File: src/rtl/core_consts.svh
`ifndef CORE_CONSTS_SVH
`define CORE_CONSTS_SVH

// ******************************
// datapath widths
// ******************************
`define XLEN         32
`define BYTE_W       8
`define IMM_W        16

// register file
`define REG_COUNT    32
`define REG_IDX_W    5

// instruction memory
`define IMEM_DEPTH   256
`define IMEM_ADDR_W  8

// receive buffer, in bytes
`define RX_DEPTH     64

// ******************************
// instruction word fields
// ******************************
`define OPC_W        6
`define FUNCT_W      6
`define SHAMT_W      5

`endif

File: src/rtl/io_pkg.sv
`include "core_consts.svh"

package io_pkg;

    // one byte on the host link
    typedef logic [`BYTE_W-1:0] byte_t;

    // index into the receive buffer
    typedef logic [$clog2(`RX_DEPTH)-1:0] rx_idx_t;

endpackage

File: src/rtl/rx_buffer.sv
`include "core_consts.svh"

module rx_buffer #(
    parameter int DEPTH = `RX_DEPTH
) (
    input  logic               clk,
    input  logic               rstn,
    input  logic               rx_valid,
    input  io_pkg::byte_t      rx_data,
    input  logic               word_take,
    output logic               word_ready,
    output logic [`XLEN-1:0]   rx_word
);
    import io_pkg::*;

    localparam int CNT_W = $clog2(DEPTH) + 1;

    byte_t              mem [DEPTH];
    rx_idx_t            wr_idx;
    rx_idx_t            rd_idx;
    logic [CNT_W-1:0]   unread;
    logic               seen;
    logic               capture;

    // one byte per high phase of rx_valid
    assign capture = rx_valid && !seen;

    always_ff @(posedge clk) begin
        if (!rstn) begin
            seen <= 1'b0;
        end else if (capture) begin
            seen <= 1'b1;
        end else if (!rx_valid) begin
            seen <= 1'b0;
        end
    end

    always_ff @(posedge clk) begin
        if (capture) begin
            mem[wr_idx] <= rx_data;
        end
    end

    always_ff @(posedge clk) begin
        if (!rstn) begin
            wr_idx <= '0;
            rd_idx <= '0;
            unread <= '0;
        end else begin
            if (capture) begin
                wr_idx <= wr_idx + rx_idx_t'(1);
            end
            if (word_take) begin
                rd_idx <= rd_idx + rx_idx_t'(4);
            end
            unread <= unread + CNT_W'(capture) - (word_take ? CNT_W'(4) : CNT_W'(0));
        end
    end

    // lowest byte first
    assign rx_word = {mem[rd_idx + rx_idx_t'(3)],
                      mem[rd_idx + rx_idx_t'(2)],
                      mem[rd_idx + rx_idx_t'(1)],
                      mem[rd_idx]};

    assign word_ready = (unread >= CNT_W'(4));

    take_needs_word: assert property (@(posedge clk) disable iff (!rstn)
        word_take |-> word_ready);

endmodule

File: config.mk
export PLATFORM = sky130hd
export DESIGN_NAME = rx_buffer
export DESIGN_NICKNAME = d
export VERILOG_FILES = /design/src/rtl/io_pkg.sv /design/src/rtl/rx_buffer.sv
export VERILOG_INCLUDE_DIRS = /design/src /design/src/rtl
export SDC_FILE = /design/constraint.sdc
export NUM_CORES = 1
export LEC_CHECK = 0
export BUFFER_PORTS_ARGS = -buffer_cell sky130_fd_sc_hd__clkbuf_2
export CAP_MARGIN = 15
export CORE_UTILIZATION = 30
export DETAILED_ROUTE_END_ITERATION = 10
export GPL_TIMING_DRIVEN = 0
export SYNTH_ARGS = -nofsm -noshare
export SYNTH_HDL_FRONTEND = slang
export SYNTH_SLANG_ARGS = --single-unit
File: constraint.sdc
create_clock -name clk -period 3 [get_ports clk]
set_clock_uncertainty 0.05 [all_clocks]
set_input_delay 0.6 -clock clk [delete_from_list [all_inputs] [get_ports clk]]
set_output_delay 0.6 -clock clk [all_outputs]
set_load 0.02 [all_outputs]
# Word-level counts from Yosys, hierarchy flattened
# Memory sizes are Yosys's and may differ from the RTL's. A register that Yosys moved wholly into a read port is not among the register bits.
# Index checks and enable logic that the tools add are counted.
# op_classes
add_sub_neg	7
magnitude_cmp	1
eq_ne	1
muxes	7
reduce_logical	2
# op_table
op	n
6-bit by 1-bit adder with 6-bit output (second input constant)	2
6-bit by 2-bit adder with 6-bit output (second input constant)	2
6-bit two-way mux	2
7-bit by 1-bit adder with 7-bit output	1
7-bit by 3-bit greater-or-equal comparator with 1-bit output (second input constant)	1
7-bit by 3-bit subtractor with 7-bit output	1
6-bit by 3-bit adder with 6-bit output (second input constant)	1
1-bit two-way mux	4
3-bit two-way mux	1
2-bit by 1-bit != test with 1-bit output (second input constant)	1
1-bit logical AND	1
1-bit logical NOT	1
# word_totals
register_bits	20
ram_bits	512
inputBits	12
out_inout_bits	33
word_cells	23
mem_count	1
# mem_list
memory	depth	width	rd	rd_ports_with_merged_regs	wr	line	text
mem	64	8	4	1	1	rx_buffer.sv:18	byte_t mem [DEPTH];

# Depth between registers and ports, before layout
# logic_depth
ltp_word	4
mapped_depth	10
depth_no_buf	9

# Worst setup path before layout
# No wires, ideal clock.
# synth_path
path_type	input to register
startpoint	in rx_valid
endpoint	mem mem[39][0] in the netlist's numbering, enable pin
t_arrival_ps	1906
required_time_ps	2565
slack_ps	658
stages	4
n_path_buf	1
path_cell_list	nand2b_1 buf_2 or3_1 nor3b_1
# synth_via
elab_chain_len	3
# synth_lines
item	line	text
start: declaration	rx_buffer.sv:8	input logic rx_valid,
1-bit logical AND	rx_buffer.sv:26	assign capture = rx_valid && !seen;
1-bit two-way mux	rx_buffer.sv:39	if (capture) begin
1-bit two-way mux (not written as such)	rx_buffer.sv:40	mem[wr_idx] <= rx_data;
end: declaration	rx_buffer.sv:18	
# Every way passes these cells.

# Final worst setup path
# layout_path
startpoint	reg rd_idx[2]
endpoint	out rx_word[8]
# layout_via
elab_chain_len	2
# layout_lines
item	line	text
start: declaration	rx_buffer.sv:20	rx_idx_t rd_idx;
start signal: assignment	rx_buffer.sv:54	rd_idx <= rd_idx + rx_idx_t'(4);
6-bit by 1-bit adder with 6-bit output	rx_buffer.sv:63	mem[rd_idx + rx_idx_t'(1)],
memory read 64 x 8 bit	--	
end: declaration	rx_buffer.sv:12	output logic [`XLEN-1:0] rx_word
# Every way passes these cells.

==> summary.txt <==
Setup path
  • Crit-path cells: buf_12 -> buf_12 -> buf_12 -> mux4_2 -> a22oi_2 -> nand2_2 -> buf_8
  • Slowest CP cell: mux4_2
  • Worst r2r src: wr_idx[1]
  • FF-to-FF End: mem[39][3]
  • Worst Setup End Kind: primary output
  • Crit-path leading delay family: buffers and inverters
  • CP startpoint kind: flip-flop
  • Critical setup path kind: flip-flop to primary output
  • Logic depth of the worst register-to-register path: 4
  • Most common cell on crit path: buf_12
  • Slowest stage delay, CP: 0.53 ns
  • CP Max Fanout: 8
  • Arrival time worst endpoint: 2.48 ns
  • Worst path required time: 2.35 ns
  • Buf/Inv on CP: 4
  • R2r setup slk: 0.36 ns

Finish
  • Proportion of layout cells with a drive suffix above 1: 0.338
  • N_diodes: 0
  • Layout area overhead: 19.2%
  • Area occupied by multi-input gates: 0.00479 sq mm
  • Fillcell total: 6,229
  • Reg area: 0.0158 sq mm
  • Final nets: 1,158
  • Highest-count cells in the layout ignoring fill and taps: edfxtp_1, mux4_2, nor2_1
  • Commonest non-fill, non-tap cell in the layout: edfxtp_1

Power and ir drop
  • PD cells: 655 mW/mm^2
  • Pwr Total: 0.0162 W
  • Lkg Pwr: 7.74 nW
  • Max VDD drop: 0.436 mV

GRT
  • GR Util met3: 0.0248
  • Grt met1 use: 0.182
  • Initial antenna violation count: 1
  • Largest net degree at the start of global routing: 65
  • Grt met2 use: 0.218
  • Vias in the first global route: 10,483
  • Busiest grt layer: met2
  • First-pass GRT wire length: 69,100 um
  • Total grt overflow: 0
  • Gr usage total: 0.134

Route
  • Remaining DRCs: 0
  • Remaining antenna violation count: 0
  • Via count: 10,010
  • Pre-Repair DR Iteration Count: 5
  • Post-DR vias/cell: 4.88
  • Routed WL per cell: 22.8 um
  • Post-Route WL: 46,700 um
  • Initial DRC Count: 771

Synth
  • Ys flop type: edfxtp_1
  • Yosys warnings: 0
  • Synthesis-stage register bit count: 534
  • Avg Cell Area, Syn: 20.8 sq um
  • Syn Std Cell Area: 0.0207 sq mm
  • Synth Instances: 994
  • Ys async rst share: 0
  • Sequential fraction of the synthesis area: 0.763
  • Syn Nets: 1,020
  • Cell variety after synth: 43
  • EDFF count, synth: 512

STA
  • Slew Limit Fails: 0
  • Worst-Margin Slew: 1.05 ns
  • Final Hold Viols: 0
  • Worst setup margin: -0.129 ns
  • Post-route minimum period: 3.13 ns
  • RSZ-0062 raised after global routing: yes
  • Period utilization: 1.04
  • Slew headroom: 0.298
  • Final setup violation count: 21
  • Setup TNS: -1.28 ns
  • Fmax: 0.320 GHz

Die
  • Row count: 95
  • Die width: 265 um
  • Starting density of the core: 0.306
  • Core ar.: 0.0678 sq mm
  • Die Y: 265 um
  • Io pins: 45
  • Die footprint: 0.0701 sq mm

Hold path
  • Min-Delay Path Class: input pin to flip-flop
  • HP Start: word_take
  • Number of cells on the worst hold path: 3

Place
  • DP Worst Slack: -0.0124 ns
  • Port Buf Inserts: 44
  • GP Congestion: 0.744
  • DPL Wire Length: 30,700 um

Flow run
  • MaxCap Viol Count: 0

Status
  • Status: finished, violations left
  • Failing checks: negative setup slack

Clock network
  • Clock transition at path regs: 0.06 ns
  • Clock Sinks: 534
  • CTS tree: yes
  • TritonCTS Buffers: 56
  • H-tree levels: 2
  • Worst skew pair latency: 0.62 ns
  • Clock root buffer: clkbuf_16
  • Max Root-Sink Buffers: 3
[worst register-to-register path: cells and delay by family, from the launching register on]
kind                   cells  cell delay, ns
buffers and inverters      1            0.28
DFF                        1            0.48
and+or+nand+nor            3            1.53
[kinds of logic after synthesis]
family | share of synthesized area
AO/OA/AOI/OAI | 0.0310
XOR/XNOR | 0.00423
adder cells (fa/ha/maj) | 0.00846
buffers and inverters | 0.0152
flip-flops | 0.763
multiplexers | 0.140
AND/OR/NAND/NOR | 0.0381
[flip-flops by register name (all words and copies together), names as in the netlist, named ones only]
name,count
unread,7
wr_idx,6
rd_idx,4
mem,512
seen,1
[timing repair]
action                                  CTS  global route
hold buffers                              0             0
cloned                                    0             2
pin swaps                                21            22
endpoints found under the setup margin   32            32
resized for setup                       114            63
buffers inserted                         10            10
[through the flow]
stage | util | area (sq um) | cells | hold WS [ns]
floorplan | - | 20700 | 994 | 0.467
global placement | 0.325 | 22000 | 1911 | 0.491
detailed placement | 0.328 | 22200 | 1924 | 0.519
CTS | 0.359 | 24400 | 2036 | 0.334
global route | 0.365 | 24700 | 2050 | 0.369
finish | 0.365 | 24700 | 2050 | 0.376
[power by group]
group	total (W)	switching [W]	leakage [nW]	internal [W]
combinational	0.00154	0.000821	2.12	0.000717
clock	0.00641	0.00281	0.833	0.00360
sequential	0.00824	0.0000250	4.79	0.00822
total	0.0162	0.00365	7.74	0.0125
[cell type report]
class	count	area share
Buffer	50	0.0199
Clock buffer	81	0.0630
Clock inverter	22	0.00542
Inverter	12	0.00182
Multi-Input combinational cell	397	0.194
Sequential cell	534	0.640
Tap cell	873	0.0442
Timing Repair Buffer	81	0.0316
[cell usage after synthesis (2+ instances only)]
master | count | area (sq um)
nand3b_1 | 2 | 15.0
o21ai_0 | 2 | 10.0
a22oi_1 | 46 | 345
nor3_1 | 6 | 30.0
nor2b_1 | 10 | 62.6
and2_1 | 15 | 93.8
nand2b_1 | 3 | 18.8
nand3_1 | 14 | 70.1
edfxtp_1 | 512 | 15400
inv_1 | 12 | 45.0
nor2_1 | 64 | 240
buf_1 | 4 | 15.0
clkbuf_1 | 23 | 86.3
nand2_1 | 43 | 161
ha_1 | 14 | 175
nand4_1 | 3 | 18.8
dfxtp_1 | 22 | 440
a22oi_2 | 18 | 225
mux4_2 | 128 | 2880
a21boi_0 | 2 | 15.0
buf_2 | 16 | 80.1
xor2_1 | 3 | 26.3
or3_1 | 2 | 12.5
xnor2_1 | 7 | 61.3
buf_6 | 2 | 22.5
buf_4 | 4 | 30.0
[worst max path at each step]
stage | endpoint | start | cells after the start
floorplan | mem[39][0] | rx_valid | 4
global placement | mem[63][4] | rx_valid | 4
detailed placement | rx_word[15] | rd_idx[3] | 6
CTS | rx_word[8] | rd_idx[2] | 7
global route | rx_word[16] | rd_idx[2] | 7
finish | rx_word[8] | rd_idx[2] | 7
[per-layer routing]
layer	share of wire	vias to the layer above	routed length, um
met4	0.020	2	921
met2	0.49	231	23000
met1	0.44	5326	20500
met3	0.048	67	2250
met5	0.00034	-	16
li1	-	4384	-
Note: power is estimated with default switching activity, not from simulation.
