$ cat config.mk
export PLATFORM = sky130hd
export DESIGN_NAME = branch_resolver
export DESIGN_NICKNAME = d
export VERILOG_FILES = /design/src/rtl/isa_pkg.sv /design/src/rtl/branch_resolver.sv
export VERILOG_INCLUDE_DIRS = /design/src /design/src/rtl
export SDC_FILE = /design/constraint.sdc
export NUM_CORES = 1
export LEC_CHECK = 0
export BUFFER_PORTS_ARGS = -buffer_cell sky130_fd_sc_hd__buf_4
export CAP_MARGIN = 20
export CORE_MARGIN = 2
export CORE_UTILIZATION = 45
export DETAILED_ROUTE_END_ITERATION = 12
export PLACE_DENSITY = 0.89
export SLEW_MARGIN = 20
export SYNTH_ARGS = -nofsm -noshare
export SYNTH_HDL_FRONTEND = slang
export SYNTH_SLANG_ARGS = --single-unit
$ cat constraint.sdc
create_clock -name vclk -period 4.54
set_input_delay 0.454 -clock vclk [all_inputs]
set_output_delay 0.454 -clock vclk [all_outputs]
set_load 0.01 [all_outputs]
$ cat src/rtl/core_consts.svh
`ifndef CORE_CONSTS_SVH
`define CORE_CONSTS_SVH

// ******************************
// datapath widths
// ******************************
`define XLEN         32
`define BYTE_W       8
`define IMM_W        16

// register file
`define REG_COUNT    32
`define REG_IDX_W    5

// instruction memory
`define IMEM_DEPTH   256
`define IMEM_ADDR_W  8

// receive buffer, in bytes
`define RX_DEPTH     64

// ******************************
// instruction word fields
// ******************************
`define OPC_W        6
`define FUNCT_W      6
`define SHAMT_W      5

`endif

$ cat src/rtl/isa_pkg.sv
`include "core_consts.svh"

package isa_pkg;

    // major opcodes
    typedef enum logic [`OPC_W-1:0] {
        OP_SPECIAL = 6'b000000,
        OP_BL      = 6'b000001,
        OP_BEQ     = 6'b000100,
        OP_BNE     = 6'b000101,
        OP_BG      = 6'b000110,
        OP_ADDI    = 6'b001000,
        OP_SLLI    = 6'b111110
    } opcode_t;

    // functions under OP_SPECIAL
    typedef enum logic [`FUNCT_W-1:0] {
        FN_RET = 6'b000000,
        FN_MOV = 6'b001001,
        FN_OUT = 6'b010101,
        FN_ADD = 6'b100000,
        FN_SUB = 6'b100010,
        FN_IN  = 6'b101010
    } funct_t;

    typedef struct packed {
        opcode_t                opcode;
        logic [`REG_IDX_W-1:0]  rs;
        logic [`REG_IDX_W-1:0]  rt;
        logic [`REG_IDX_W-1:0]  rd;
        logic [`SHAMT_W-1:0]    shamt;
        funct_t                 funct;
    } r_form_t;

    typedef struct packed {
        opcode_t                opcode;
        logic [`REG_IDX_W-1:0]  rs;
        logic [`REG_IDX_W-1:0]  rt;
        logic [`IMM_W-1:0]      imm;
    } i_form_t;

    // one word, two readings
    typedef union packed {
        r_form_t r;
        i_form_t i;
    } instr_u;

    typedef enum logic [1:0] {ALU_ADD, ALU_SUB, ALU_PASS, ALU_SHIFT} alu_op_t;
    typedef enum logic [1:0] {BR_EQ, BR_NE, BR_LT, BR_GT} br_op_t;

endpackage

$ cat src/rtl/branch_resolver.sv
`include "core_consts.svh"

module branch_resolver (
    input  isa_pkg::br_op_t    br_op,
    input  logic [`XLEN-1:0]   operand_a,
    input  logic [`XLEN-1:0]   operand_b,
    input  logic               br_valid,
    output logic               mispredict
);
    import isa_pkg::*;

    logic signed [`XLEN-1:0] a_s;
    logic signed [`XLEN-1:0] b_s;
    logic                    taken;

    assign a_s = operand_a;
    assign b_s = operand_b;

    // signed compare
    always_comb begin
        case (br_op)
            BR_EQ: begin
                taken = (a_s == b_s);
            end
            BR_NE: begin
                taken = (a_s != b_s);
            end
            BR_LT: begin
                taken = (a_s < b_s);
            end
            default: begin
                taken = (a_s > b_s);
            end
        endcase
    end

    // fetch always assumed taken
    assign mispredict = br_valid && !taken;

endmodule

[Word level (Yosys, flattened, before mapping)]
Index checks and enable logic that the tools add are counted.
Storage, ports and cells
  register bits: 0
Cells by class
  mux-type cells: 1
  $lt $le $gt $ge: 2
  reductions and logical operators: 3
  eq/ne operators: 4
Operator list (count)
  $eq 32x32->1: 1
  $gt 32x32->1: 1
  $lt 32x32->1: 1
  $ne 32x32->1: 1
  $pmux 1 s3: 1
  $eq 2x1->1 const B: 1
  $eq 2x2->1 const B: 1
  $logic_not 2->1: 1
  $logic_and 1x1->1: 1
  $logic_not 1->1: 1

[Logic depth before layout (Yosys ltp)]
Gate-level depths: netlist of the first run.
  word-level depth: 4
  mapped depth: 8

[Worst setup path after synthesis of the first run]
OpenSTA, ideal clock, no wires.
  kind: input to output
  start point: in operand_b[19]
  end point: out mispredict
  setup slack: 2263 ps
  cell stages on the path: 8
  data arrival time: 1823 ps
  cell sequence: inv_1 -> ha_1 -> nand4_1 -> nor4_4 -> a311oi_1 -> a41o_1 -> a2bb2oi_2 -> o211ai_1
Between the ends
  word-level cells in the longest chain between the ends: 4
RTL lines
  from (decl): RTL line branch_resolver.sv:6  | input logic [`XLEN-1:0] operand_b,
  $gt 32x32->1 (tied with other cells): RTL line branch_resolver.sv:32  | taken = (a_s > b_s);
  $pmux 1 s3 (*): RTL line branch_resolver.sv:21  | case (br_op)
  $logic_not 1->1 (*): RTL line branch_resolver.sv:38  | assign mispredict = br_valid && !taken;
  $logic_and 1x1->1 (*): RTL line branch_resolver.sv:38
  to (decl): RTL line branch_resolver.sv:8  | output logic mispredict
Mark *: on every way between the ends. The rest lies on a longest branch, timed or not.

[Worst setup path in the final report of the first run]
  start point: in operand_a[23]
  end point: out mispredict
Between the ends
  word-level cells in the longest chain between the ends: 4
RTL lines
  from (decl): RTL line branch_resolver.sv:5  | input logic [`XLEN-1:0] operand_a,
  $gt 32x32->1 (tied with other cells): RTL line branch_resolver.sv:32
  $pmux 1 s3 (*): RTL line branch_resolver.sv:21
  $logic_not 1->1 (*): RTL line branch_resolver.sv:38
  $logic_and 1x1->1 (*): RTL line branch_resolver.sv:38
Marks and branches as above.

==> impl_metrics.toml, run 1 <==
[floorplan]
die_h_um = 48.68
rows = 16
io_pins = 68
die_w_um = 48.68
die_area_mm2 = 0.002370
start_util_pct = 46.74
coreArea_mm2 = 0.001922

[cells_and_area]
seqCellArea_um2 = 0
drive_gt1_share_pct = 38.10
seq_cells = 0
fin_nets = 290
n_antenna_cell = 0
nClkBuffers = 0
fillCellCount = 162
fin_cells = 216
area_delta_synth_final_pct = 60.58
utilization_pct = 75.07

[setup_path]
cp.arrival_ns = 2.22
critPathMaxStageDelay_ns = 0.39
path_max_fanout = 4
worstSetupPathType = "in -> out"
critical_path.most_common_cell = "buf_4"
worst_setup_path_end_kind = "output port"
worstSetupStartpointType = "input pin"
cp_slowest_cell = "nor4_4"
worstPathCellList = "buf_4 > ha_1 > nand4_1 > nor4_4 > a311oi_1 > a41o_1 > a2bb2oi_2 > o211ai_1 > buf_4"
cpLargestDelayFamily = "compound AO/OA/AOI/OAI gates"
path_buf_inv = 2
required_ns = 4.09

[sta]
worst_slack_ns = 1.867
fin_setup_tns_ns = 0
max-slew-margin-rel_pct = 62.84
setup-violations-final = 0
rsz0062_at_grt = "no"
drv_slew = 0
hold_viol_final = 0
fmax_ghz = 0.3742
period_minus_slack_ns = 2.673
min_period_over_period_pct = 58.87
worstMarginPinSlew_ns = 0.5433

[synth]
yosys-top-cells-count = "33 x inv_1, 32 x ha_1, 12 x a21oi_1"
synth-compound-area-share_pct = 20.61
syn-cell-area_um2 = 898.4
yosysWarnings = 0
synth-xor-area-share_pct = 0.9749
yosys.area_share.simple_pct = 20.06
synthAdderAreaFrac_pct = 44.57
synth_area_leader_cell = "ha_1"
yosysSeqAreaShare_pct = 0
yosysMostFrequentCell = "inv_1"
synthMuxAreaShare_pct = 0
synth_top_family_by_area = "adder cells"
ys_types = 27
synthCells = 121
synthTopCellsByArea = "ha_1 45%, inv_1 14%, a21oi_1 6.7%"
syn_avg_cell_area_um2 = 7.424
synth_top_area_share_pct = 44.57
syn_nets = 220

[placed_design]
place.gp.congestion = 0.7281
dp_slack_ns = 1.907
hpwl_mm = 2.317
dp_cells = 216
port_buffers = 68

[detailed_routing]
via_per_inst = 5.245
ant_nets = 0
dr.pass1.iters = 4
drtIter0Drc = 17
totalWireLength_mm = 2.472
post-route-drc-count = 0
vias = 1133
wl_per_cell_um = 11.44

[grt]
grt_first_pass_wirelength_mm = 4.284
grt_max_degree = 5
grt_pass1_vias = 1176
antenna_found_initial = 0
grt_use_total_pct = 21.32
grt_overflow = 0

[cts]
cts_resized = 0
post_cts_buffers = 0
holdBufCountCts = 0

[power_and_ir_drop]
power_density_mw_per_mm2 = 83.39
leakagePower_uw = 0.0008788
ir_drop_uv = 49.44

[status]
outcome = "finished, final reports clean"

[min_path]
hold_path.class = "in -> out"

[run]
drv_cap = 0
## logic make-up after synthesis
logic type	Yosys count
buffers and inverters	33
adder cells (fa/ha/maj)	32
AND/OR/NAND/NOR	28
AO/OA/AOI/OAI	27
XOR/XNOR	1
## worst paths after layout
check | to | cells past startpoint | slack, ns | startpoint
max | mispredict | 9 | 1.87 | operand_a[23]
min | mispredict | 4 | 1.27 | br_valid
## cell usage in the layout, fill, tap and decap left out, drive strengths merged, types with 2 or more instances in the layout
master / instances
a21o: 2
a21oi: 12
buf: 68
ha: 32
inv: 33
nand2: 8
nand3: 5
nand4: 7
nor2: 2
o211ai: 2
o21ai: 2
## through the flow
step	power (µW)	hold WS [ns]	area, µm²
6_report	120.3	1.266	1443
5_1_grt	134.5	1.276	1443
4_1_cts	121.1	1.255	1443
3_5_place_dp	120.4	1.255	1443
3_3_place_gp	113.6	1.243	1443
2_1_floorplan	59.57	1.064	898.4
## metal layers
layer,GRT usage [%],up-vias,part of all wire [%]
li1,-,571,-
met5,0,-,0
met4,4.762,0,1.9
met1,20.04,503,35
met2,46.80,53,57
met3,2.469,6,5.9
## power breakdown
group          switching [µW]  internal (µW)  total (µW)  leakage [µW]
registers                   0              0           0             0
clock network               0              0           0             0
logic                    49.3           71.0         120      0.000879
## layout make-up
type	count	area, µm²	share of cell area [%]
timing repair buffer	68	510.5	35.39
tap	27	33.78	2.342
inverter	33	123.9	8.586
multi-input combinational	88	774.5	53.69
Note: power is estimated with default switching activity, not from simulation.
==> run 2: changes to the inputs <==
--- a/config.mk
+++ b/config.mk
@@ -8,10 +8,11 @@
 export LEC_CHECK = 0
 export BUFFER_PORTS_ARGS = -buffer_cell sky130_fd_sc_hd__buf_4
 export CAP_MARGIN = 20
+export CORE_ASPECT_RATIO = 1.75
 export CORE_MARGIN = 2
-export CORE_UTILIZATION = 45
+export CORE_UTILIZATION = 39
 export DETAILED_ROUTE_END_ITERATION = 12
-export PLACE_DENSITY = 0.89
+export PLACE_DENSITY = 0.82
 export SLEW_MARGIN = 20
 export SYNTH_ARGS = -nofsm -noshare
 export SYNTH_HDL_FRONTEND = slang
==> constraint.sdc (replaced) <==
create_clock -name vclk -period 2.3
set_input_delay 0.23 -clock vclk [all_inputs]
set_output_delay 0.23 -clock vclk [all_outputs]
set_load 0.01 [all_outputs]
==> impl_metrics.toml, run 2 (synthesis results as in run 1) <==
[status]
outcome = "finished, final reports clean"

[detailed_routing]
totalWireLength_mm = 2.451
vias = 1110
via_per_inst = 5.163
ant_nets = 0
wl_per_cell_um = 11.40
drtIter0Drc = 13
dr.pass1.iters = 4
post-route-drc-count = 0

[grt]
grt.met2_usage_pct = 41.53
grt_max_degree = 5
grt_first_pass_wirelength_mm = 3.829
use_met3_pct = 0.3289
grt_pass1_vias = 1042
antenna_found_initial = 0
met1_usage_pct = 17.86
grt_use_total_pct = 18.94
busiest_layer = "met2"
grt_overflow = 0

[cells_and_area]
fin_nets = 291
final_area_mm2 = 0.001530
seqCellArea_um2 = 0
seq_cells = 0
n_antenna_cell = 0
layout_commonest_cell = "buf_4"
area_delta_synth_final_pct = 70.33
final_cell_mix = "69 x buf_4, 33 x inv_1, 26 x ha_1"
nClkBuffers = 0
fillCellCount = 204
drive_gt1_share_pct = 42.11

[setup_path]
worstSetupPathType = "in -> out"
worst_setup_path_end_kind = "output port"
cp.arrival_ns = 1.96
critPathMaxStageDelay_ns = 0.37
cp_slowest_cell = "nor4_4"
worstPathCellList = "buf_4 > ha_1 > nand4_4 > nor4_4 > a311oi_2 > a41o_1 > a2bb2oi_2 > o211ai_1 > buf_4"
worstSetupStartpointType = "input pin"
critical_path.most_common_cell = "buf_4"
required_ns = 2.07
path_max_fanout = 4

[floorplan]
die_area_mm2 = 0.002719
io_pins = 68
start_util_pct = 40.02
die_w_um = 40.28
die_h_um = 67.49
rows = 23
coreArea_mm2 = 0.002245

[power_and_ir_drop]
power_density_mw_per_mm2 = 164.8
leakagePower_uw = 0.0008854
ir_drop_uv = 75.58
finalPower_uw = 252.1

[sta]
fmax_ghz = 0.4571
period_minus_slack_ns = 2.188
drv_slew = 0
max-slew-margin-rel_pct = 73.36
worstMarginPinSlew_ns = 0.3986
min_period_over_period_pct = 95.12
fin_setup_tns_ns = 0
hold_viol_final = 0
holdWs_ns = 0.8154
setup-violations-final = 0
worst_slack_ns = 0.1123

[placed_design]
place_area_mm2 = 0.001440
dp_slack_ns = 0.1445
port_buffers = 68
place.gp.congestion = 0.7359
hpwl_mm = 2.214

[run]
drv_cap = 0

[min_path]
hold_path.class = "in -> out"

[cts]
holdBufCountCts = 0
[run 2: cell count changes in the layout (fill, tap and decap cells not counted)]
cell and delta:
ha_4 +6, buf_4 +1, a2111oi_0 -1, a311oi_2 +1
a311oi_1 -1, a2111oi_1 +1, ha_1 -6
[run 2: report_power, final]
| part | internal (µW) | switching, µW | leakage (µW) |
|---|---|---|---|
| combinational | 150 | 102 | 0.000885 |
| sequential | 0 | 0 | 0 |
| clock | 0 | 0 | 0 |
| total | 150 | 102 | 0.000885 |
[run 2: what timing repair did]
| item | in CTS | in global routing |
|---|---|---|
| endpoints found under the setup margin | 0 | 1 |
| resized for setup | 0 | 8 |
| setup buffers | 0 | 1 |
| hold endpoints to repair | 0 | 0 |
[run 2: per-stage QoR]
stage                     util [%]  cells
after floorplan                  -    121
after global placement       64.16    214
after detailed placement     64.16    214
after CTS                    64.16    214
after global routing         68.17    215
final                        68.17    215
[run 2: path summary, 6_finish.rpt]
check                        end  depth (start not counted)     startpoint
worst min-delay path  mispredict                          4       br_valid
worst max-delay path  mispredict                          9  operand_a[29]
[run 2: routing by layer]
metal	part of all wire, %	vias up
li1	-	571
met1	31	501
met2	64	38
met3	5.3	0
met4	0	0
met5	0	-
[run 2: final cells by class]
type | instances | area [µm²] | share of cell area, %
multi-input cells | 88 | 857.1 | 56.01
well taps | 25 | 31.28 | 2.044
repair buffers | 69 | 518.0 | 33.85
inverters | 33 | 123.9 | 8.095
[run 2: worst max-delay path, delay by kind of cell]
kind                       cells  cell delay [ns]
AOI/OAI and AO/OA              4             0.61
adders and majority gates      1             0.34
buffers and inverters          2             0.27
and+or+nand+nor                2             0.52
