==> src/rtl/core_consts.svh <==
`ifndef CORE_CONSTS_SVH
`define CORE_CONSTS_SVH

// ******************************
// datapath widths
// ******************************
`define XLEN         32
`define BYTE_W       8
`define IMM_W        16

// register file
`define REG_COUNT    32
`define REG_IDX_W    5

// instruction memory
`define IMEM_DEPTH   256
`define IMEM_ADDR_W  8

// receive buffer, in bytes
`define RX_DEPTH     64

// ******************************
// instruction word fields
// ******************************
`define OPC_W        6
`define FUNCT_W      6
`define SHAMT_W      5

`endif

==> src/rtl/isa_pkg.sv <==
`include "core_consts.svh"

package isa_pkg;

    // major opcodes
    typedef enum logic [`OPC_W-1:0] {
        OP_SPECIAL = 6'b000000,
        OP_BL      = 6'b000001,
        OP_BEQ     = 6'b000100,
        OP_BNE     = 6'b000101,
        OP_BG      = 6'b000110,
        OP_ADDI    = 6'b001000,
        OP_SLLI    = 6'b111110
    } opcode_t;

    // functions under OP_SPECIAL
    typedef enum logic [`FUNCT_W-1:0] {
        FN_RET = 6'b000000,
        FN_MOV = 6'b001001,
        FN_OUT = 6'b010101,
        FN_ADD = 6'b100000,
        FN_SUB = 6'b100010,
        FN_IN  = 6'b101010
    } funct_t;

    typedef struct packed {
        opcode_t                opcode;
        logic [`REG_IDX_W-1:0]  rs;
        logic [`REG_IDX_W-1:0]  rt;
        logic [`REG_IDX_W-1:0]  rd;
        logic [`SHAMT_W-1:0]    shamt;
        funct_t                 funct;
    } r_form_t;

    typedef struct packed {
        opcode_t                opcode;
        logic [`REG_IDX_W-1:0]  rs;
        logic [`REG_IDX_W-1:0]  rt;
        logic [`IMM_W-1:0]      imm;
    } i_form_t;

    // one word, two readings
    typedef union packed {
        r_form_t r;
        i_form_t i;
    } instr_u;

    typedef enum logic [1:0] {ALU_ADD, ALU_SUB, ALU_PASS, ALU_SHIFT} alu_op_t;
    typedef enum logic [1:0] {BR_EQ, BR_NE, BR_LT, BR_GT} br_op_t;

endpackage

==> src/rtl/alu_unit.sv <==
`include "core_consts.svh"

module alu_unit (
    input  isa_pkg::alu_op_t   alu_op,
    input  logic [`XLEN-1:0]   operand_a,
    input  logic [`XLEN-1:0]   operand_b,
    output logic [`XLEN-1:0]   alu_result
);
    import isa_pkg::*;

    logic             shift_neg;
    logic [`XLEN-1:0] shift_mag;
    logic [`XLEN-1:0] shifted;

    // negative amount means shift right by its magnitude
    assign shift_neg = operand_b[`XLEN-1];
    assign shift_mag = shift_neg ? (~operand_b + 1'b1) : operand_b;
    assign shifted   = shift_neg ? (operand_a >> shift_mag) : (operand_a << shift_mag);

    always_comb begin
        case (alu_op)
            ALU_ADD: begin
                alu_result = operand_a + operand_b;
            end
            ALU_SUB: begin
                alu_result = operand_a - operand_b;
            end
            ALU_SHIFT: begin
                alu_result = shifted;
            end
            // mov, in and out carry operand_a through
            default: begin
                alu_result = operand_a;
            end
        endcase
    end

endmodule

==> config.mk <==
export PLATFORM = sky130hd
export DESIGN_NAME = alu_unit
export DESIGN_NICKNAME = d
export VERILOG_FILES = /design/src/rtl/isa_pkg.sv /design/src/rtl/alu_unit.sv
export VERILOG_INCLUDE_DIRS = /design/src /design/src/rtl
export SDC_FILE = /design/constraint.sdc
export NUM_CORES = 1
export LEC_CHECK = 0
export BUFFER_PORTS_ARGS = -buffer_cell sky130_fd_sc_hd__buf_2
export CAP_MARGIN = 30
export CORE_MARGIN = 2
export CORE_UTILIZATION = 24
export DETAILED_ROUTE_END_ITERATION = 6
export PLACE_DENSITY = 0.4
export SLEW_MARGIN = 20
export SYNTH_ARGS = -nofsm -noshare
export SYNTH_HDL_FRONTEND = slang
export SYNTH_SLANG_ARGS = --single-unit
export TNS_END_PERCENT = 5
==> constraint.sdc <==
create_clock -name vclk -period 10.7
set_input_delay 2.675 -clock vclk [all_inputs]
set_output_delay 2.675 -clock vclk [all_outputs]
set_load 0.03 [all_outputs]
## After elaboration in Yosys (flattened, before gate mapping)

Index checks and enable logic that the tools add are counted.
Widths: inputs -> output; s select.

- Add/subtract/negate cells: 3
- Eq/ne operators: 2
- Shift operators: 2
- Mux-type cells: 3
- Bitwise operators: 1
- Reductions and logical operators: 1

Operators with widths:

| cell | count |
|---|---|
| $pmux 32 s3 | 1 |
| $mux 32 | 2 |
| $add 32x1->32 const B | 1 |
| $add 32x32->32 | 1 |
| $not 32->32 | 1 |
| $shl 32x32->32 | 1 |
| $shr 32x32->32 | 1 |
| $sub 32x32->32 | 1 |
| $eq 2x1->1 const B | 1 |
| $eq 2x2->1 const B | 1 |
| $logic_not 2->1 | 1 |

- Register bits: 0
- Input bits: 66
- Output and inout bits: 32
- Word-level logic and storage cells: 12

## Depth between registers and ports, before layout

Gate-level depths: netlist of the first run.

- Depth after elaboration: 6
- Mapped depth: 21
- Gate-level depth less buffers: 18

## Worst setup path after synthesis of the first run

Ideal clock, no wire load.

- Kind: input to output
- From: in operand_b[0]
- To: out alu_result[27]
- Arrival time: 7.661 ns
- Required time: 8.025 ns
- Setup slack: 0.364 ns
- Stages on the path: 17
- Path buffers: 3
- Cells stage by stage: inv_2 -> clkbuf_1 -> clkbuf_1 -> ha_1 -> or3b_1 -> or3_1 -> clkbuf_1 -> nor3_2 -> nor2_1 -> xnor2_1 -> ha_1 -> a21oi_1 -> o22ai_1 -> or3_1 -> o31ai_1 -> a21oi_1 -> o311ai_0

- Longest elaborated chain between the ends: 6
- Elaborated cells on any way between the ends: 9
- Classes of those cells: 3 x add/sub; 2 x shift; 3 x mux; 1 x bitwise

RTL lines:

| what | RTL line | text |
|---|---|---|
| from (decl) | alu_unit.sv:6 | `` input logic [`XLEN-1:0] operand_b, `` |
| $not 32->32 | alu_unit.sv:17 | `assign shift_mag = shift_neg ? (~operand_b + 1'b1) : operand_b;` |
| $add 32x1->32 | alu_unit.sv:17 |  |
| $mux 32 | alu_unit.sv:17 |  |
| $shl 32x32->32 or $shr 32x32->32 (tied branches) | alu_unit.sv:18 | `assign shifted = shift_neg ? (operand_a >> shift_mag) : (operand_a << shift_mag);` |
| $mux 32 | alu_unit.sv:18 |  |
| $pmux 32 s3 * | alu_unit.sv:21 | `case (alu_op)` |
| to (decl) | alu_unit.sv:7 | `` output logic [`XLEN-1:0] alu_result `` |

Every way passes the cells marked *; elsewhere a longest branch is shown, timed or not.

## Worst setup path in the final report of the first run

- From: in operand_b[11]
- To: out alu_result[31]

The elaborated chain is that of the path after synthesis.

==> results of run 1 <==
==> worst max-delay path, delay by kind of cell <==
kind / cells / cell delay (ns)
XOR/XNOR: 1 / 0.07
AND/OR/NAND/NOR: 8 / 2.58
AO/OA/AOI/OAI: 4 / 1.24
adder cells (fa/ha/maj): 1 / 0.42
buffers and inverters: 2 / 0.37
multiplexers: 1 / 0.14
==> synth_stat cells (13+ instances only) <==
| cell | count | area (µm²) |
|---|---|---|
| nand2_1 | 77 | 289 |
| ha_1 | 33 | 413 |
| nor3_1 | 26 | 130 |
| o21ai_0 | 121 | 606 |
| a21o_1 | 16 | 120 |
| a21oi_1 | 66 | 330 |
| a22oi_1 | 14 | 105 |
| nor2_1 | 129 | 484 |
| clkbuf_1 | 61 | 229 |
| xor2_1 | 31 | 272 |
| inv_1 | 13 | 48.8 |
| nand2b_1 | 34 | 213 |
| nor4_1 | 16 | 100 |
| xnor2_1 | 33 | 289 |
| nand3_1 | 19 | 95.1 |
| mux2i_1 | 113 | 1130 |
==> worst min path at each step <==
stage | slack (ns) | start | cells past startpoint | end
floorplan | 5.59 | operand_a[11] | 1 | alu_result[11]
global placement | 5.87 | operand_a[2] | 4 | alu_result[2]
detailed placement | 5.87 | operand_a[0] | 4 | alu_result[0]
CTS | 5.87 | operand_a[0] | 4 | alu_result[0]
global route | 5.90 | operand_a[11] | 3 | alu_result[11]
finish | 5.87 | operand_a[0] | 4 | alu_result[0]
==> cell families (layout without fill, tap and decap cells) <==
logic type	after synthesis	after routing	share of synthesized area, %
adder cells (fa/ha/maj)	34	34	6.61
AO/OA/AOI/OAI	331	331	31.7
multiplexers	129	129	21.6
XOR/XNOR	64	64	8.56
AND/OR/NAND/NOR	356	356	26.1
buffers and inverters	92	134	5.50
==> layer usage <==
layer | wire length, µm | share of wire [%] | vias up
met5 | 0 | 0 | -
met4 | 458 | 1.5 | 0
met3 | 1280 | 4.2 | 28
met2 | 14300 | 47 | 210
met1 | 14600 | 48 | 3735
li1 | - | - | 3858
==> final cells by class <==
| class | instances | share of cell area [%] |
|---|---|---|
| timing repair buffer | 118 | 8.81 |
| tap | 341 | 5.78 |
| multi-input combinational | 914 | 84.6 |
| inverter | 16 | 0.814 |
==> power by group through the flow <==
stage                     clock (mW)  sequential (mW)  combinational, mW
final                              0                0              0.605
after global routing               0                0              0.654
after CTS                          0                0              0.600
after detailed placement           0                0              0.598
after global placement             0                0              0.603
after floorplan                    0                0              0.411
==> per-stage QoR <==
step                utilization (%)  area (µm²)  std cells
floorplan                         -        6550       1006
global placement               27.4        7380       1388
CTS                            27.5        7380       1389
detailed placement             27.5        7380       1389
finish                         27.5        7380       1389
global route                   27.5        7380       1389
==> results_dict.tcl, run 1 <==
set metrics [dict create \
    power_frac_seq_pct 0 \
    routed-via-count 7831 \
    seq_area_frac_synth_pct 0 \
    start_util_pct 24.4 \
    hold_viol 0 \
    final_common_cell "nor2_1" \
    register_area_um2 0 \
    antenna_found_initial 0 \
    max_slew_margin_pct 47.8 \
    post-route-period-util_pct 95.1 \
    power_density_nw_per_um2 81.9 \
    cp-startpoint "operand_b[11]" \
    crit_type "in2out" \
    max_freq_ghz 0.0983 \
    final_antenna_net_count 0 \
    avgViaCountPerCell 5.64 \
    layout_min_cycle_time_ns 10.18 \
    post_cts_buffers 0 \
    grt.total_usage_pct 20.6 \
    met2_usage_pct 35.0 \
    p_clk_share_pct 0 \
    grt_busiest_layer "met2" \
    n_sequential_cell 0 \
    slowest_delay_ns 0.60 \
    p_int_mw 0.212 \
    layout_common_cells "128 x nor2_1, 121 x o21ai_0, 112 x mux2i_1" \
    multi_input_area_um2 6240 \
    row_count 60 \
    outcome "finished, final reports clean" \
    grt_max_degree 96 \
    critPathSlowestCell "nor4_1" \
    die_y_um 169 \
    portBuffers 98 \
    worstPathRequired_ns 8.03 \
    cellLeakagePower_nw 3.08 \
    rsz0062_at_grt "no" \
    slew_violations 0 \
    grt_pass1_vias 7609 \
    synthToLayoutAreaGrowth_pct 12.7 \
    place_congestion 0.946 \
    grtUsageMet3_pct 1.00 \
    fin_ws_ns 0.523 \
    grt.overflow.total 0 \
    crit_path_max_fanout 7 \
    grt_pass1_wl_um 46100 \
    arrival_ns 7.50 \
    cap_violations 0 \
    syn_area_um2 6550 \
    die-area_um2 28600 \
    syn-num-nets 1106 \
    finalSetupViolCount 0 \
    peakVddDrop_mv 0.0338 \
    hpwl_um 25200 \
    ctsResizeCount 0 \
    drt_first_pass_iters 5 \
    end_kind "output pin" \
    cp-endpoint "alu_result[31]" \
    cts_hold_buffers 0 \
    setup_tns_ns 0 \
    antenna_cells 0 \
    ioPinCount 98 \
    syn_area_per_cell_um2 6.51 \
    whs_ns 5.87 \
    dp_slack_ns 0.439 \
    synth.distinct_cells 70 \
    synthCells 1006 \
    die_w_um 169 \
    design.core.area_um2 26900 \
    critPathLaunchType "input port" \
    fillers 3027 \
    wl_per_cell_um 22.1 \
    power_frac_comb_pct 100.0 \
    cp_cell_sequence "buf_2 > nor4_1 > nand3_1 > or3_1 > or2_2 > nand2_1 > xor2_1 > ha_1 > nand2_1 > nor4_1 > a21boi_0 > o31ai_1 > a21oi_1 > nand3_1 > mux2i_1 > o21ai_0 > buf_2" \
    drcViolationCount 0 \
    finalNetCount 1150 \
    use_met1_pct 29.4 \
    drive_gt1_share_pct 14.5 \
    drtIter0Drc 640 \
    tightestPinTransition_ns 0.781 \
    p_sw_share_pct 65.0 \
    wirelength_um 30700 \
    nClkBuffers 0 \
    ys_warn_count 0 \
    totalPowerFinal_mw 0.605 \
    hold_path_class "in2out" \
    switchingPower_mw 0.393 \
]
Note: power is estimated with default switching activity, not from simulation.
==> inputs of run 2 (changes only) <==
CORE_UTILIZATION = 35   (was 24)
PLACE_DENSITY = 0.53   (was 0.4)
==> results_dict.tcl, run 2 (same netlist as run 1, synthesis figures left out) <==
set metrics [dict create \
    critPathSlowestCell "or4_4" \
    place_congestion 1.00 \
    finalNetCount 1155 \
    grt.overflow.total 0 \
    arrival_ns 7.22 \
    die-area_um2 19800 \
    drt_first_pass_iters 5 \
    drcViolationCount 0 \
    antenna_found_initial 0 \
    grt_pass1_vias 7375 \
    slew_violations 0 \
    wirelength_um 27500 \
    final_antenna_net_count 0 \
    p_int_mw 0.216 \
    tightestPinTransition_ns 1.01 \
    crit_path_max_fanout 24 \
    p_sw_share_pct 64.0 \
    wl_per_cell_um 21.4 \
    grt.total_usage_pct 26.4 \
    critPathLaunchType "input port" \
    post_cts_buffers 0 \
    cellLeakagePower_nw 3.11 \
    worstPathRequired_ns 8.03 \
    register_area_um2 0 \
    cap_violations 0 \
    drive_gt1_share_pct 14.9 \
    portBuffers 98 \
    cp_cell_sequence "buf_2 > or4_4 > nor3_1 > nor2_1 > xnor2_1 > ha_1 > a21oi_1 > o21ai_0 > o41a_1 > a311o_1 > o21ai_0 > a31oi_1 > o41ai_1 > nand4b_1 > o41ai_1 > a211o_1 > buf_2" \
    routed-via-count 8002 \
    grt_pass1_wl_um 42200 \
    post-route-period-util_pct 92.5 \
    switchingPower_mw 0.385 \
    avgViaCountPerCell 6.22 \
    start_util_pct 35.4 \
    die_w_um 141 \
    max_slew_margin_pct 32.3 \
    layout_common_cells "128 x nor2_1, 121 x o21ai_0, 112 x mux2i_1" \
    fillers 2064 \
    design.core.area_um2 18500 \
    power_frac_comb_pct 100.0 \
    hpwl_um 22400 \
    max_freq_ghz 0.101 \
    die_y_um 141 \
    n_sequential_cell 0 \
    ioPinCount 98 \
    slowest_delay_ns 0.58 \
    hold_viol 0 \
    setup_tns_ns 0 \
    cts_hold_buffers 0 \
    peakVddDrop_mv 0.0327 \
    outcome "finished, final reports clean" \
    drtIter0Drc 855 \
    layout_min_cycle_time_ns 9.90 \
    final_common_cell "nor2_1" \
    nClkBuffers 0 \
    crit_type "in2out" \
    power_density_nw_per_um2 82.4 \
    row_count 50 \
    finalSetupViolCount 0 \
    grt_max_degree 55 \
    p_clk_share_pct 0 \
    synthToLayoutAreaGrowth_pct 11.4 \
    rsz0062_at_grt "no" \
    end_kind "output pin" \
    antenna_cells 0 \
    fin_area_um2 7300 \
    power_frac_seq_pct 0 \
    placed_area_um2 7300 \
    ctsResizeCount 0 \
    hold_path_class "in2out" \
]
[run 2: cell types whose count changed in the layout (fill, tap and decap cells not counted), sizes merged]
cell and delta:
buf +5
[run 2: area by class of cell]
type | count | area [µm²] | area share, %
Tap cell | 234 | 293 | 4.01
Timing Repair Buffer | 123 | 698 | 9.57
Multi-Input combinational cell | 914 | 6240 | 85.6
Inverter | 16 | 60.1 | 0.823
[run 2: worst max-delay path: cells and delay by family]
kind / cells / cell delay [ns]
XOR/XNOR: 1 / 0.15
AND/OR/NAND/NOR: 4 / 1.31
adder cells (fa/ha/maj): 1 / 0.36
buffers and inverters: 2 / 0.45
AO/OA/AOI/OAI: 9 / 2.25
[run 2: metal layers]
metal  GRT usage (%)  wire length (µm)
met3            2.04              1780
met5               0                 0
met4            4.16               563
met1            37.8             12600
met2            44.1             12600
[run 2: final timing paths]
check	endpoint	depth (start not counted)	slack, ns	startpoint
max	alu_result[30]	17	0.80	operand_b[3]
min	alu_result[2]	4	5.83	operand_a[2]
[run 2: per-stage QoR]
stage	util, %	cells	setup slack, ns	hold WS, ns	total power [mW]
detailed placement	39.4	1287	0.869	5.83	0.588
floorplan	-	1006	0.364	5.59	0.411
global route	39.4	1287	0.465	5.87	0.648
CTS	39.4	1287	0.846	5.82	0.591
finish	39.4	1287	0.801	5.83	0.601
global placement	39.3	1286	0.904	5.83	0.589
[run 2: power groups by stage]
stage	Sequential (mW)	Clock (mW)	Combinational [mW]
floorplan	0	0	0.411
global placement	0	0	0.589
detailed placement	0	0	0.588
CTS	0	0	0.591
global route	0	0	0.648
finish	0	0	0.601
==> inputs of run 3 (changes only) <==
PLACE_DENSITY = unset   (was 0.53)
PLACE_DENSITY_LB_ADDON = 0.08   (was unset)
clock period = 12.3 ns   (was 10.7 ns; I/O delays follow)
==> results_dict.tcl, run 3 (same netlist as run 1, synthesis figures left out) <==
set metrics [dict create \
    grt_max_degree 96 \
    grt_pass1_vias 7275 \
    postLayoutCoreUtil_pct 39.0 \
    hold_viol 0 \
    ctsResizeCount 0 \
    register_area_um2 0 \
    max_freq_ghz 0.0924 \
    final_antenna_net_count 0 \
    die_y_um 141 \
    end_kind "output pin" \
    max_slew_margin_pct 48.0 \
    grt.total_usage_pct 26.5 \
    power_density_nw_per_um2 71.7 \
    post-route-period-util_pct 88.0 \
    setup_tns_ns 0 \
    synthToLayoutAreaGrowth_pct 10.2 \
    instances_no_fill 1278 \
    crit_path_max_fanout 24 \
    wl_per_cell_um 21.8 \
    crit_type "in2out" \
    avgViaCountPerCell 6.22 \
    cts_hold_buffers 0 \
    cap_violations 0 \
    n_sequential_cell 0 \
    hpwl_um 22700 \
    wirelength_um 27900 \
    place_congestion 0.957 \
    placed_area_um2 7210 \
    layout_common_cells "128 x nor2_1, 121 x o21ai_0, 112 x mux2i_1" \
    finalSetupViolCount 0 \
    peakVddDrop_mv 0.0275 \
    design.core.area_um2 18500 \
    rsz0062_at_grt "no" \
    antenna_found_initial 1 \
    grt.overflow.total 0 \
    post_cts_buffers 0 \
    ioPinCount 98 \
    portBuffers 98 \
    nClkBuffers 0 \
    drt_first_pass_iters 5 \
    start_util_pct 35.4 \
    drcViolationCount 0 \
    tightestPinTransition_ns 0.760 \
    finalNetCount 1145 \
    slew_violations 0 \
    dp_slack_ns 1.50 \
    cellLeakagePower_nw 3.06 \
    critPathLaunchType "input port" \
    drtIter0Drc 758 \
    final_common_cell "nor2_1" \
    routed-via-count 7955 \
    outcome "finished, final reports clean" \
    arrival_ns 7.75 \
    worstPathRequired_ns 9.22 \
    layout_min_cycle_time_ns 10.82 \
    drive_gt1_share_pct 14.1 \
    row_count 50 \
    place_inst 1276 \
    die-area_um2 19800 \
    fin_area_um2 7220 \
    fin_ws_ns 1.48 \
    grt_pass1_wl_um 41800 \
    hold_path_class "in2out" \
    die_w_um 141 \
]
[run 3: changes by cell type in the layout (fill, tap and decap cells not counted), sizes merged]
cell    before  now
buf        123  112
diode        0    1
clkbuf       0    1
[run 3: path summary, 6_finish.rpt]
check	start	to	cells after the start
setup / recovery	operand_b[3]	alu_result[31]	17
hold / removal	operand_a[2]	alu_result[2]	4
[run 3: area by class of cell]
cell class / count / area (µm²)
inverters: 16 / 60.1
multi-input cells: 914 / 6240
well taps: 234 / 293
diodes: 1 / 2.50
repair buffers: 113 / 616
fillers: 2024 / 11300
[run 3: where the power goes]
| group | switching (mW) | internal, mW | leakage, nW |
|---|---|---|---|
| clock | 0 | 0.00000000560 | 0.00000634 |
| sequential | 0 | 0 | 0 |
| combinational | 0.334 | 0.184 | 3.06 |
| total | 0.334 | 0.184 | 3.06 |
[run 3: through the flow]
step                hold slack, ns  total power [mW]
global placement              6.63             0.512
CTS                           6.63             0.509
detailed placement            6.63             0.507
global route                  6.67             0.557
floorplan                     6.39             0.358
finish                        6.63             0.517
[run 3: layer usage]
| layer | share of wire (%) | global-route usage [%] |
|---|---|---|
| met1 | 46 | 38.5 |
| met2 | 46 | 44.9 |
| met3 | 6.5 | 0.747 |
| met4 | 1.5 | 3.63 |
| met5 | 0 | 0 |
[run 3: critical path, stage by stage]
cell	delay, ns
buf_2	0.26
or4_4	0.59
or3_4	0.39
or3_1	0.53
or2_2	0.34
nand2_1	0.08
xor2_1	0.09
ha_1	0.41
nand2_1	0.13
nor4_1	0.23
a21boi_0	0.40
o31ai_1	0.19
a21oi_1	0.35
nand3_1	0.17
mux2i_1	0.14
o21ai_0	0.15
buf_2	0.22
